## config.mk

```make
export PLATFORM = sky130hd
export DESIGN_NAME = cra
export DESIGN_NICKNAME = d
export VERILOG_FILES = /design/src/verilog/microSeqPkg.sv /design/src/verilog/cra.sv /design/src/verilog/craDiag.sv /design/src/verilog/sbrStack.sv
export SDC_FILE = /design/constraint.sdc
export NUM_CORES = 1
export LEC_CHECK = 0
export ABC_AREA = 1
export BUFFER_PORTS_ARGS = -buffer_cell sky130_fd_sc_hd__buf_2
export CAP_MARGIN = 40
export CORE_UTILIZATION = 40
export CTS_CLUSTER_DIAMETER = 120
export CTS_CLUSTER_SIZE = 20
export DETAILED_ROUTE_END_ITERATION = 8
export PLACE_DENSITY = 0.59
export SYNTH_ARGS = -nofsm -noshare
export SYNTH_HDL_FRONTEND = slang
export SYNTH_SLANG_ARGS = --single-unit
```

## constraint.sdc

```tcl
create_clock -name eboxClk -period 4.68 [get_ports eboxClk]
set_input_delay 0.936 -clock eboxClk [delete_from_list [all_inputs] [get_ports eboxClk]]
set_output_delay 0.936 -clock eboxClk [all_outputs]
set_load 0.01 [all_outputs]
```

## src/verilog/microSeqPkg.sv

```systemverilog
package microSeqPkg;

  //////////////////////////////
  // Widths and sizes
  //////////////////////////////

  // Control store address width, 2K words
  localparam int adrWidth = 11;
  localparam int cramWords = 2 ** adrWidth;

  // Subroutine stack
  localparam int stackDepth = 16;
  localparam int stackIdxWidth = 4;
  localparam int stackPtrWidth = 2 * stackIdxWidth;

  // Pointer load state, high half 1111 and low half four steps behind it
  localparam logic [stackPtrWidth-1:0] stackPtrLoad = 8'hF5;

  // Datapath inputs seen by the sequencer
  localparam int condInWidth = 8;
  localparam int dramAWidth = 3;

  //////////////////////////////
  // Types
  //////////////////////////////

  typedef logic [adrWidth-1:0] tAdr;

  // Dispatch field of the microword
  typedef enum logic [4:0] {
    dispNone   = 5'd0,
    dispDiag   = 5'd1,
    dispDramJ  = 5'd2,
    dispAread  = 5'd3,
    dispReturn = 5'd4,
    dispCond3  = 5'd5
  } tDisp;

  // Skip field, bit 3 enables the skip and bits 2..0 pick the condition
  typedef enum logic [3:0] {
    condNone = 4'h0,
    cond0    = 4'h8,
    cond1    = 4'h9,
    cond2    = 4'hA,
    cond3    = 4'hB,
    cond4    = 4'hC,
    cond5    = 4'hD,
    cond6    = 4'hE,
    cond7    = 4'hF
  } tCond;

  // One microword, 21 bits
  typedef struct packed {
    tAdr  j;
    tDisp disp;
    tCond cond;
    logic call;
  } tCram;

  // Diagnostic readback selection
  typedef enum logic [2:0] {
    diagStackPtr = 3'd0,
    diagRet      = 3'd1,
    diagAdr      = 3'd2,
    diagLoc      = 3'd3,
    diagDispAdr  = 3'd4
  } tDiagSel;

  typedef struct packed {
    logic valid;
    tAdr  data;
  } tDiagBus;

endpackage

```

## src/verilog/cra.sv

```systemverilog
`timescale 1ns/1ps

module cra (
  input  logic                                 eboxClk,
  input  logic                                 arstN,
  input  logic                                 run,
  input  logic                                 force1777,
  input  microSeqPkg::tCram                    cramWord,
  input  logic [microSeqPkg::dramAWidth-1:0]   dramA,
  input  microSeqPkg::tAdr                     dramJ,
  input  logic [microSeqPkg::condInWidth-1:0]  condIn,
  input  microSeqPkg::tDiagSel                 diagSel,
  input  logic                                 diagRead,
  input  logic                                 diagLoadEn,
  input  microSeqPkg::tAdr                     diagLoadVal,
  output microSeqPkg::tAdr                     cradr,
  output microSeqPkg::tDiagBus                 diagBus
);

  microSeqPkg::tAdr dispVal;
  microSeqPkg::tAdr aread;
  microSeqPkg::tAdr loc;
  microSeqPkg::tAdr retAdr;
  microSeqPkg::tAdr diagAdrReg;
  microSeqPkg::tAdr skipVal;
  logic [microSeqPkg::stackPtrWidth-1:0] stackPtr;

  // Condition vector doubled so a triplet can wrap past bit 7
  logic [2*microSeqPkg::condInWidth-1:0] condWrap;
  logic [2:0] condSel;
  logic [2:0] condTriplet;
  logic isCond3;
  logic skipBit;
  logic push;
  logic pop;

  //////////////////////////////
  // Condition decode
  //////////////////////////////

  assign condSel = cramWord.cond[2:0];
  assign condWrap = {condIn, condIn};
  assign isCond3 = (cramWord.disp == microSeqPkg::dispCond3);

  // Bit 8 takes condIn[condSel], bits 9 and 10 the next two up
  assign condTriplet = condWrap[condSel +: 3];

  // Under dispCond3 the cond field picks the triplet and no skip is taken
  assign skipBit = cramWord.cond[3] & ~isCond3 & condIn[condSel];
  assign skipVal = {{(microSeqPkg::adrWidth - 1){1'b0}}, skipBit};

  //////////////////////////////
  // Dispatch mux
  //////////////////////////////

  always_comb begin
    case (cramWord.disp)
      microSeqPkg::dispDiag:   dispVal = diagAdrReg;
      microSeqPkg::dispDramJ:  dispVal = dramJ;
      microSeqPkg::dispAread:  dispVal = aread;
      microSeqPkg::dispReturn: dispVal = retAdr;
      microSeqPkg::dispCond3: begin
        dispVal = {condTriplet, {(microSeqPkg::adrWidth - 3){1'b0}}};
      end
      default:                 dispVal = '0;
    endcase
  end

  // All sources OR together, the trap forces every bit to one
  assign cradr = cramWord.j | dispVal | skipVal | {microSeqPkg::adrWidth{force1777}};

  //////////////////////////////
  // AREAD and current location
  //////////////////////////////

  // loc tracks the address of the word now held in cramWord
  always_ff @(posedge eboxClk or negedge arstN) begin
    if (!arstN) begin
      aread <= '0;
      loc <= '0;
    end else if (run) begin
      aread <= (dramA == '0) ? dramJ : '0;
      loc <= cradr;
    end
  end

  //////////////////////////////
  // Subroutine stack
  //////////////////////////////

  // A trap saves the interrupted location like a call
  assign push = cramWord.call | force1777;
  assign pop = (cramWord.disp == microSeqPkg::dispReturn) & ~force1777;

  sbrStack i_sbrStack (
    .eboxClk  (eboxClk),
    .arstN    (arstN),
    .run      (run),
    .push     (push),
    .pop      (pop),
    .pushAdr  (loc),
    .retAdr   (retAdr),
    .stackPtr (stackPtr)
  );

  //////////////////////////////
  // Diagnostics
  //////////////////////////////

  craDiag i_craDiag (
    .eboxClk     (eboxClk),
    .arstN       (arstN),
    .diagLoadEn  (diagLoadEn),
    .diagLoadVal (diagLoadVal),
    .diagSel     (diagSel),
    .diagRead    (diagRead),
    .stackPtr    (stackPtr),
    .retAdr      (retAdr),
    .cradr       (cradr),
    .loc         (loc),
    .diagAdrReg  (diagAdrReg),
    .diagBus     (diagBus)
  );

endmodule

```

## src/verilog/craDiag.sv

```systemverilog
`timescale 1ns/1ps

module craDiag (
  input  logic                                  eboxClk,
  input  logic                                  arstN,
  input  logic                                  diagLoadEn,
  input  microSeqPkg::tAdr                      diagLoadVal,
  input  microSeqPkg::tDiagSel                  diagSel,
  input  logic                                  diagRead,
  input  logic [microSeqPkg::stackPtrWidth-1:0] stackPtr,
  input  microSeqPkg::tAdr                      retAdr,
  input  microSeqPkg::tAdr                      cradr,
  input  microSeqPkg::tAdr                      loc,
  output microSeqPkg::tAdr                      diagAdrReg,
  output microSeqPkg::tDiagBus                  diagBus
);

  microSeqPkg::tAdr readVal;

  // Diagnostic dispatch address, loaded independent of run
  always_ff @(posedge eboxClk or negedge arstN) begin
    if (!arstN) begin
      diagAdrReg <= '0;
    end else if (diagLoadEn) begin
      diagAdrReg <= diagLoadVal;
    end
  end

  //////////////////////////////
  // Readback mux
  //////////////////////////////

  always_comb begin
    case (diagSel)
      microSeqPkg::diagStackPtr: begin
        readVal = {{(microSeqPkg::adrWidth - microSeqPkg::stackPtrWidth){1'b0}}, stackPtr};
      end
      microSeqPkg::diagRet:     readVal = retAdr;
      microSeqPkg::diagAdr:     readVal = cradr;
      microSeqPkg::diagLoc:     readVal = loc;
      microSeqPkg::diagDispAdr: readVal = diagAdrReg;
      default:                  readVal = '0;
    endcase
  end

  // Bus idles at zero when not read
  always_comb begin
    diagBus.valid = diagRead;
    diagBus.data = diagRead ? readVal : '0;
  end

endmodule

```

## src/verilog/sbrStack.sv

```systemverilog
`timescale 1ns/1ps

module sbrStack (
  input  logic                                   eboxClk,
  input  logic                                   arstN,
  input  logic                                   run,
  input  logic                                   push,
  input  logic                                   pop,
  input  microSeqPkg::tAdr                       pushAdr,
  output microSeqPkg::tAdr                       retAdr,
  output logic [microSeqPkg::stackPtrWidth-1:0]  stackPtr
);

  microSeqPkg::tAdr stack [microSeqPkg::stackDepth];

  // High half is the write slot, low half trails it by four steps
  logic [microSeqPkg::stackIdxWidth-1:0] ptrHi;
  logic [microSeqPkg::stackIdxWidth-1:0] ptrLo;
  logic [microSeqPkg::stackIdxWidth-1:0] rdIdx;
  logic fwdBit;
  logic backBit;
  logic doPush;
  logic doPop;

  assign doPush = run & push;
  assign doPop = run & pop;
  assign stackPtr = {ptrHi, ptrLo};

  //////////////////////////////
  // Pointer sequence
  //////////////////////////////

  // XOR feedback with the all-zero term added so the walk covers 16 states
  // Forward  1111 1110 1100 1000 0000 0001 0010 0100 ...
  assign fwdBit = ptrHi[0] ^ ptrHi[1] ^ (ptrHi[3:1] == 3'b000);

  // Bit lost from the low half on the last forward shift
  assign backBit = ptrLo[3] ^ ptrLo[0] ^ (ptrLo[2:0] == 3'b000);

  // Slot written by the last push, the previous high half
  assign rdIdx = {ptrHi[2:0], ptrLo[3]};

  always_ff @(posedge eboxClk or negedge arstN) begin
    if (!arstN) begin
      {ptrHi, ptrLo} <= microSeqPkg::stackPtrLoad;
    end else if (doPush && doPop) begin
      {ptrHi, ptrLo} <= microSeqPkg::stackPtrLoad;
    end else if (doPush) begin
      ptrHi <= {fwdBit, ptrHi[3:1]};
      ptrLo <= {ptrHi[0], ptrLo[3:1]};
    end else if (doPop) begin
      ptrHi <= {ptrHi[2:0], ptrLo[3]};
      ptrLo <= {ptrLo[2:0], backBit};
    end
  end

  //////////////////////////////
  // Stack storage
  //////////////////////////////

  // Return word refreshes only in a cycle with no stack traffic
  always_ff @(posedge eboxClk) begin
    if (doPush && !doPop) begin
      stack[ptrHi] <= pushAdr;
    end
    if (run && !push && !pop) begin
      retAdr <= stack[rdIdx];
    end
  end

endmodule
```

; ---- Word level (Yosys, flattened, before mapping)
; Memories as Yosys holds them, arrays and structs flattened. A register that Yosys moved wholly into a read port is not among the register bits.
; Cells that the tools add are included.
[totals]
rom_bits = 0
ramBits = 176
regBits = 41
memories = 1
out_inout_bits = 23
latchBits = 0
input_bits = 63
[classes]
muxes = 14
bitwise = 15
reduce_logical = 12
n_addsub = 0
n_eq_ne = 9
div_mod_pow = 0
shifts = 1
magnitude_cmp = 1
multipliers = 0
[mem_list]
columns = memory, words, width, read_ports, rd_ports_with_merged_regs, write_ports, line_no
row1 = i_sbrStack.stack, 16, 11, 1, 1, 1, sbrStack.sv:14  ; microSeqPkg::tAdr stack [microSeqPkg::stackDepth];
[op_table]
columns = op, n
row1 = case mux 11 bit (5 select lines), 2
row2 = 2-to-1 mux 4 bit, 6
row3 = 2-to-1 mux 11 bit, 2
row4 = bitwise OR 11 bit, 2
row5 = indexed part select 16 x 4 -> 3 bit, 1
row6 = zero test 3 bit, 4
row7 = bitwise OR 11 x 1 -> 11 bit, 1
row8 = == test 5 x 2 -> 1 bit (second input constant), 2
row9 = == test 5 x 3 -> 1 bit (second input constant), 2
row10 = == test 3 x 2 -> 1 bit (second input constant), 2
row11 = AND 1 bit, 5
row12 = == test 5 x 1 -> 1 bit (second input constant), 1
row13 = logical AND 1 bit, 4
row14 = < comparator 3 x 4 -> 1 bit (second input constant), 1
row15 = bitwise XOR 1 bit, 4
row16 = binary-select mux 1 bit (select 3 bit), 1
row17 = == test 3 x 1 -> 1 bit (second input constant), 1
row18 = == test 3 bit (second input constant), 1
row19 = zero test 1 bit, 3
row20 = 2-to-1 mux 1 bit, 3
row21 = nonzero test 3 bit, 1
row22 = NOT 1 bit, 2
row23 = bitwise OR 1 bit, 1

; ---- Depth between registers and ports, before layout
; Gate-level depths: netlist of run 1.
[logic_depth]
depth_word = 8
ltp_mapped = 10
depth_no_buf = 10

; ---- Modules after synthesis
; From an unflattened synthesis of run 1, not the netlist that was laid out.
[hier_totals]
hier_cells = 1205
area_unflattened_um2 = 11100.6
[modules_own_cells]
columns = module, seq_area_each_um2, area_each_um2, instances, cells_per_inst
row1 = sbrStack, 5823.1, 8454.4, 1, 807
row2 = cra, 550.5, 1684.1, 1, 252
row3 = craDiag, 275.3, 962.2, 1, 146

; ---- Least setup slack after synthesis of run 1
; No wires, ideal clock.
[synth_path]
kind = input-to-output
start = input cramWord[1] (netlist bit)
end = output diagBus[8] (netlist bit)
setup_slack_ns = 1.767
path_stages = 10
t_arrival_ns = 1.977
path_cell_list = buf_2 inv_1 nand2_1 nand3_1 nand3_1 nand2_1 nand2_1 nand3_1 nand2_1 a21oi_1
[synth_rtl]
columns = item, line_no
row1 = start: declaration, cra.sv:8  ; input microSeqPkg::tCram cramWord,
row2 = end: declaration, cra.sv:17  ; output microSeqPkg::tDiagBus diagBus

==> flow_summary.yaml, run 1 <==
finish:
  drive_above_1_share_pct: 15.8
  final_core_util_pct: 46.2
  final_nets: 1068
  area_growth_pct: 12.2
  final_common_cell: "edfxtp_1"
  antenna_cells: 0
  fin_area_um2: 11300
  fill_cells: 2372
  final_cell_mix: "edfxtp_1 (187), nor2_1 (154), o21ai_0 (123), nand2_1 (106), buf_2 (85)"
cts:
  cts.htree.levels: 1
  hold_buffers: 0
  cts_sinks: 228
  cts_setup_buffers: 0
  cts_inserted_buffers: 15
  cts_tree: "done"
  cts-root-buf: "clkbuf_16"
  cts_resized: 0
  clock_latency_ps: 490
  clockBufferDepth: 3
  clkTransAtPathRegs_ps: 90
timing:
  slew_violations: 0
  fin_skew_ps: 30.6
  fmax_mhz: 283
  rsz0062_at_grt: "no"
  final.min_clock_period_ps: 3530
  fin_crit_sh_pct: 75.5
  fin_tns_setup_ps: 0
  finalHoldViolCount: 0
  maxSlewHeadroom_pct: 44.7
  max_slew.worst_pin.slew_ps: 830
  hold_ws_ps: 513
  setup_violations: 0
floorplan:
  die_w_um: 161
  dieArea_um2: 25900
  ios: 86
  core_um2: 24500
  initial_utilization_pct: 41.2
  placementRows: 57
  die_h_um: 161
synth:
  syn_nets: 996
  seq_area_frac_synth_pct: 65.8
  synth_cell_types: 35
  synth_area_um2: 10100
  yosysTopAreaCell: "edfxtp_1"
  synth_area_leaders: "edfxtp_1 (56%), dfrtp_1 (8.7%), o21ai_0 (6.1%)"
  synth_adder_area_share_pct: 0.495
  synth_top_area_share_pct: 55.5
  syn_avg_cell_area_um2: 10.9
  synth-simple-area-share_pct: 14.6
  ys_seq_elements: 228
  yosys_warnings: 0
  synth_top_family_by_area: "simple AND/OR/NAND/NOR gates"
  synthXorXnorAreaFrac_pct: 0.173
  synthCells: 929
  synth_compound_area_share_pct: 14.0
  synth.area.mux_share_pct: 0.223
routing:
  wl_um: 25900
  firstDrtPassIters: 5
  avgViaCountPerCell: 5.53
  wl_per_cell_um: 19.4
  drc: 0
  ant_nets: 0
  via_count: 7382
  drt_iter0_drc: 787
setup_path:
  cp_slowest_stage_delay_ps: 430
  crit_path_end_kind: "output port"
  crit_path_max_fanout: 22
  start_kind: "primary input"
  cp_slowest_cell: "nor2_4"
  r2r_slack_ps: 2180
  cp.arrival_ps: 2600
  cp_cell_sequence: "buf_2, nor2_4, nand2_1, nor2_4, nand2_1, nand2_1, nor2_1, nand2_1, nand2_1, a21oi_1, buf_2"
  worstSetupPathType: "in2out"
  crit_required_ps: 3740
  crit_top_cell: "nand2_1"
pwr:
  swShare_pct: 28.1
  comb_power_share_pct: 15.7
  seq_power_share_pct: 55.3
  ir_worst_vdd_v: 0.000264
  switchingPower_mw: 1.24
  p_per_area_nw_per_um2: 387
  p_int_mw: 3.16
  clockPowerShare_pct: 29.1
  leakage_nw: 4.13
placement:
  dp_hpwl_um: 17000
  gp_congestion: 0.874
  placed_area_um2: 10900
  numPortBuffers: 85
global_routing:
  track_usage_pct: 20.1
  grt_pass1_vias: 7209
  grt_max_degree: 75
  grt_overflow: 0
  antenna_found_initial: 0
  grt_pass1_wl_um: 40500
run:
  cap_viol_max_count: 0
outcome:
  status: "finished, final reports clean"
min_path:
  hold_path_class: "reg2reg"
[state kept, by name, indices dropped and copies added, names as in the netlist]
signal                cells
aread                    11
i_craDiag.diagAdrReg     11
i_sbrStack.ptrHi          4
i_sbrStack.ptrLo          4
i_sbrStack.retAdr        11
i_sbrStack.stack        176
loc                      11
[cells by family after synthesis]
family,Yosys count
adder cells (fa/ha/maj),4
multiplexers,2
AND/OR/NAND/NOR,336
AO/OA/AOI/OAI,240
flip-flops,228
buffers and inverters,117
XOR/XNOR,2
[worst max-delay path: cells and delay by family]
family          cells  cell delay (ps)
compound gates      1              170
buf+inv             2              320
simple gates        8             1180
[power by group through the flow]
| stage | clock [mW] | combinational, mW | sequential, mW |
|---|---|---|---|
| after floorplan | 0 | 0.471 | 2.41 |
| after global placement | 0 | 0.675 | 2.47 |
| after detailed placement | 0 | 0.690 | 2.47 |
| after CTS | 1.31 | 0.692 | 2.43 |
| after global routing | 1.37 | 0.773 | 2.44 |
| final | 1.28 | 0.688 | 2.43 |
[synthesized netlist by cell type]
cell      number
nor2_1       154
o22ai_1       34
mux2_2         2
xor2_1         1
nand3_4        2
dfstp_2        6
a21oi_1       20
o211ai_1      10
nor2_4         4
nor2_2         1
buf_2         13
a21oi_4        1
edfxtp_1     187
buf_6          1
nand3_1       36
a22oi_1        1
nand3_2        5
inv_1         53
buf_4          4
o21ai_0      123
nor2_8         1
buf_1          2
nor3_1         1
inv_2          7
ha_1           4
xnor2_1        1
or3_1          1
o21ai_1       15
dfrtp_1       35
clkbuf_1      37
o221ai_1      34
nand4_1       24
a31oi_1        2
nand2_1      106
nand2_2        1
[per-layer routing]
metal  vias up  global-route usage (%)  share of wire (%)
li1       3480                       -                  -
met1      3648                    29.3                 45
met2       213                    31.8                 47
met3        41                    2.36                5.4
met4         0                    5.36                2.3
met5         -                       0                  0
[area by class of cell]
cell class	count	area (um^2)	share of cell area, %
clock inverters	2	25.0	0.221
well taps	324	405	3.57
clock buffers	24	409	3.61
inverters	60	225	1.98
repair buffers	112	648	5.71
multi-input cells	584	2980	26.3
flip-flops and latches	228	6650	58.6
[metrics by stage]
| stage | setup WS, ps | cells | power [mW] |
|---|---|---|---|
| global route | 957 | 1334 | 4.58 |
| detailed placement | 1190 | 1308 | 3.16 |
| finish | 1150 | 1334 | 4.39 |
| global placement | 1220 | 1307 | 3.15 |
| floorplan | 1770 | 929 | 2.88 |
| CTS | 1190 | 1334 | 4.43 |
[path summary, 6_finish.rpt]
path / from / end / cells past startpoint
min in group asynchronous: arstN / aread[9] / 2
worst min register to register: aread[0] / aread[0] / 2
worst max register to register: i_sbrStack.ptrLo[3] / i_sbrStack.retAdr[7] / 7
max in group asynchronous: arstN / i_sbrStack.ptrLo[3] / 2
worst min-delay path: aread[0] / aread[0] / 2
worst max-delay path: cramWord[8] / diagBus[1] / 11
(Power assumes the default switching activity.)
==> inputs of run 2 (changes only) <==
- clock period: 4.68 -> 3.45 ns (I/O delays scaled with it)
==> run 2 against run 1 <==
Clock power rose by 33%. First-iteration DRC count fell by 26%. Die area did not move. Global-route usage grew 0.32 points. Sequential power grew 35%. Worst hold slack worse by 440 ps. Clock skew is 13 ps lower. Clock-buffer cell count fell by 5. Cell area is 0.65% higher.
==> flow_summary.yaml, run 2 (synthesis results as in run 1) <==
routing:
  drc: 0
  avgViaCountPerCell: 5.51
  wl_um: 26400
  via_count: 7375
  ant_nets: 0
  drt_iter0_drc: 585
  wl_per_cell_um: 19.7
  firstDrtPassIters: 5
pwr:
  comb_power_share_pct: 16.4
  p_int_mw: 4.27
  switchingPower_mw: 1.68
  ir_worst_vdd_v: 0.000414
  seq_power_share_pct: 54.9
  clockPowerShare_pct: 28.6
  total_power_mw: 5.95
  p_per_area_nw_per_um2: 521
  leakage_nw: 4.19
  swShare_pct: 28.2
timing:
  fin_crit_sh_pct: 84.1
  fmax_mhz: 345
  max_slew.worst_pin.slew_ps: 635
  fin_skew_ps: 17.9
  fin_ws_ps: 549
  final.min_clock_period_ps: 2900
  finalHoldViolCount: 0
  setup_violations: 0
  maxSlewHeadroom_pct: 57.6
  slew_violations: 0
  fin_tns_setup_ps: 0
  rsz0062_at_grt: "no"
setup_path:
  worstSetupPathType: "in2out"
  start_kind: "primary input"
  crit_required_ps: 2760
  crit_path_max_fanout: 16
  crit_path_end_kind: "output port"
  cp.arrival_ps: 2210
finish:
  final_common_cell: "edfxtp_1"
  drive_above_1_share_pct: 16.7
  top_register: "i_sbrStack.stack"
  multiInputGateArea_um2: 2980
  area_growth_pct: 13.0
  final_core_util_pct: 46.5
  seq_area_um2: 6650
  final_nets: 1078
  fill_cells: 2314
  antenna_cells: 0
  final_cell_mix: "edfxtp_1 (187), nor2_1 (154), o21ai_0 (123), nand2_1 (106), buf_2 (85)"
  largest_register_ffs: 176
floorplan:
  die_w_um: 161
  core_um2: 24500
  die_h_um: 161
  initial_utilization_pct: 41.2
  ios: 86
  dieArea_um2: 25900
  placementRows: 57
cts:
  clock_latency_ps: 480
  cts.htree.levels: 1
  cts_setup_buffers: 0
  cts_inserted_buffers: 15
  clkTransAtPathRegs_ps: 90
  cts_sinks: 228
  cts_resized: 0
  hold_buffers: 0
  clockBufferDepth: 3
  cts-root-buf: "clkbuf_16"
  cts_tree: "done"
placement:
  numPortBuffers: 85
  gp_congestion: 0.916
  place_ws_ps: 627
  dp_hpwl_um: 17100
global_routing:
  antenna_found_initial: 0
  grt_pass1_wl_um: 40800
  track_usage_pct: 20.4
  grt_overflow: 0
  grt_max_degree: 91
  grt_pass1_vias: 7068
min_path:
  hold_path_class: "in2async"
run:
  cap_viol_max_count: 0
outcome:
  status: "finished, final reports clean"
run 2: per-layer routing:
metal | part of all wire, % | GRT usage, % | vias to the layer above
met5 | 0 | 0 | -
met4 | 1.8 | 4.55 | 0
met3 | 4.6 | 2.29 | 31
met2 | 48 | 33.8 | 208
met1 | 46 | 29.0 | 3635
li1 | - | - | 3501
run 2: final timing paths:
kind / startpoint / to / slack, ps / depth (start not counted)
min in group eboxClk: diagLoadVal[0] / i_craDiag.diagAdrReg[0] / 410 / 3
max: cramWord[9] / diagBus[10] / 550 / 9
min reg2reg: aread[9] / aread[9] / 500 / 2
max reg2reg: i_sbrStack.ptrHi[0] / i_sbrStack.stack[2][3] / 1300 / 6
max in group asynchronous: arstN / i_sbrStack.ptrHi[1] / 2830 / 2
min: arstN / aread[5] / 70 / 1
run 2: cell type report:
cell class	instances	share of cell area, %
Clock inverter	2	0.219
Tap cell	324	3.55
Timing Repair Buffer	122	6.49
Clock buffer	19	3.42
Multi-Input combinational cell	584	26.1
Inverter	60	1.97
Sequential cell	228	58.2
run 2: through the flow:
stage / area, um^2 / hold WS, ps / instances
5_1_grt: 11400 / 78.0 / 1339
2_1_floorplan: 10100 / 394 / 929
3_3_place_gp: 11000 / 484 / 1317
6_report: 11400 / 70.8 / 1339
4_1_cts: 11400 / 65.6 / 1339
3_5_place_dp: 11000 / 482 / 1318
run 2: power groups by stage:
stage                     clock, mW  sequential [mW]  combinational, mW
after floorplan                   0             3.27              0.639
after global placement            0             3.33              0.971
after detailed placement          0             3.33              0.981
after CTS                      1.74             3.27              0.985
after global routing           1.83             3.28               1.09
final                          1.70             3.27              0.978
run 2: critical path: stages:
cell and delay, ps:
buf_2 130, nor2_4 350, nand3_4 200, o21ai_0 260, nor2_1 90, nand2_1 120, nand2_1 70, a21oi_1 140
buf_2 160
==> inputs of run 3 (changes only) <==
- clock period: 3.45 -> 2.99 ns (I/O delays scaled with it)
==> run 3 against run 2 <==
Global-route usage decreased by 0.46 points. Combinational power increased by 23%. Setup slack got worse by 250 ps. Routed wire length decreased by 0.16%. Die area unchanged. Register-to-register slack got worse by 440 ps. Non-clock buffer count increased by 8. Sequential share of layout area decreased by 0.40 points. Worst hold slack got worse by 67 ps. Core utilization increased by 0.32 points.
==> flow_summary.yaml, run 3 (synthesis results as in run 1) <==
setup_path:
  worstSetupPathType: "in2out"
  cp.arrival_ps: 2090
  crit_path_end_kind: "output port"
  cp_slowest_stage_delay_ps: 230
  crit_required_ps: 2390
  cp-startpoint: "cramWord[6]"
  r2r_slack_ps: 860
  r2r-start: "i_sbrStack.ptrHi[1]"
  cp_cell_sequence: "buf_2, inv_2, nand3_1, nor2_1, nand3_1, nand2_1, nand2_1, a21oi_1, buf_2"
  crit_path_max_fanout: 19
  start_kind: "primary input"
  cp_slowest_cell: "buf_2"
routing:
  drt_iter0_drc: 641
  firstDrtPassIters: 7
  drc: 0
  via_count: 7423
  avgViaCountPerCell: 5.49
  ant_nets: 0
  wl_per_cell_um: 19.5
  wl_um: 26300
floorplan:
  dieArea_um2: 25900
  die_w_um: 161
  core_um2: 24500
  die_h_um: 161
  initial_utilization_pct: 41.2
  placementRows: 57
  ios: 86
placement:
  numPortBuffers: 85
  dp_hpwl_um: 17300
  gp_congestion: 0.908
  placed_area_um2: 11100
  dp_cells: 1326
  place_ws_ps: 359
finish:
  seq_area_um2: 6650
  area_growth_pct: 13.7
  antenna_cells: 0
  final_common_cell: "edfxtp_1"
  final_core_util_pct: 46.9
  fill_cells: 2291
  final_nets: 1086
  final_cell_count_no_fill: 1352
  multiInputGateArea_um2: 2980
  top_register: "i_sbrStack.stack"
  final_cell_mix: "edfxtp_1 (187), nor2_1 (154), o21ai_0 (123), nand2_1 (106), buf_2 (85)"
  drive_above_1_share_pct: 17.3
  largest_register_ffs: 176
  fin_area_um2: 11500
pwr:
  clockPowerShare_pct: 28.9
  swShare_pct: 28.3
  comb_power_share_pct: 17.3
  p_per_area_nw_per_um2: 602
  seq_power_share_pct: 53.8
  p_int_mw: 4.97
  leakage_nw: 4.23
  switchingPower_mw: 1.96
  total_power_mw: 6.93
  ir_worst_vdd_v: 0.000462
cts:
  cts.htree.levels: 1
  clkTransAtPathRegs_ps: 90
  cts-root-buf: "clkbuf_16"
  hold_buffers: 0
  cts_sinks: 228
  cts_resized: 0
  cts_tree: "done"
  clock_latency_ps: 490
  clockBufferDepth: 3
  cts_inserted_buffers: 15
  cts_setup_buffers: 0
min_path:
  hold_path_class: "in2async"
global_routing:
  grt_pass1_wl_um: 39700
  track_usage_pct: 20.0
  globalRouteMet3Util_pct: 2.08
  grt_max_degree: 52
  grt_overflow: 0
  grt_pass1_vias: 7046
  gr-usage-met1_pct: 27.9
  met2_usage_pct: 32.6
  grt-busiest-layer: "met2"
  antenna_found_initial: 0
timing:
  fin_crit_sh_pct: 90.0
  final.min_clock_period_ps: 2690
  fin_ws_ps: 298
  setup_violations: 0
  fin_tns_setup_ps: 0
  max_slew.worst_pin.slew_ps: 566
  hold_ws_ps: 3.32
  fin_skew_ps: 25.6
  slew_violations: 0
  fmax_mhz: 371
  maxSlewHeadroom_pct: 62.2
  rsz0062_at_grt: "no"
  finalHoldViolCount: 0
outcome:
  status: "finished, final reports clean"
run:
  cap_viol_max_count: 0
run 3: cell types whose count changed in the layout (fill, tap and decap cells not counted), sizes merged:
cell,before,now
buf,122,130
clkbuf,19,24
run 3: cell type report:
type / instances / share of cell area, %
clock buffer: 24 / 3.56
clock inverter: 2 / 0.218
inverter: 60 / 1.96
multi-input combinational: 584 / 25.9
sequential: 228 / 57.8
tap: 324 / 3.53
timing repair buffer: 130 / 6.96
run 3: per-layer routing:
metal,up-vias,share of wire [%]
met2,242,47
met5,-,0
li1,3527,-
met3,51,5.1
met4,0,2.9
met1,3603,45
run 3: path summary, 6_finish.rpt:
path	to	depth (start not counted)
worst max-delay path	diagBus[9]	9
worst min-delay path	aread[10]	1
worst max register to register	i_sbrStack.stack[0][6]	6
worst min register to register	aread[0]	2
max in group asynchronous	i_sbrStack.ptrHi[1]	2
min in group eboxClk	i_craDiag.diagAdrReg[7]	3
run 3: power groups by stage:
stage | combinational (mW) | sequential (mW) | clock, mW
3_3_place_gp | 1.18 | 3.80 | 0
5_1_grt | 1.31 | 3.75 | 2.13
4_1_cts | 1.20 | 3.73 | 2.04
3_5_place_dp | 1.19 | 3.80 | 0
6_report | 1.20 | 3.73 | 2.00
2_1_floorplan | 0.737 | 3.77 | 0
run 3: worst max-delay path, delay by kind of cell:
| kind | cells | cell delay, ps |
|---|---|---|
| simple gates | 5 | 680 |
| buf+inv | 3 | 630 |
| compound gates | 1 | 190 |
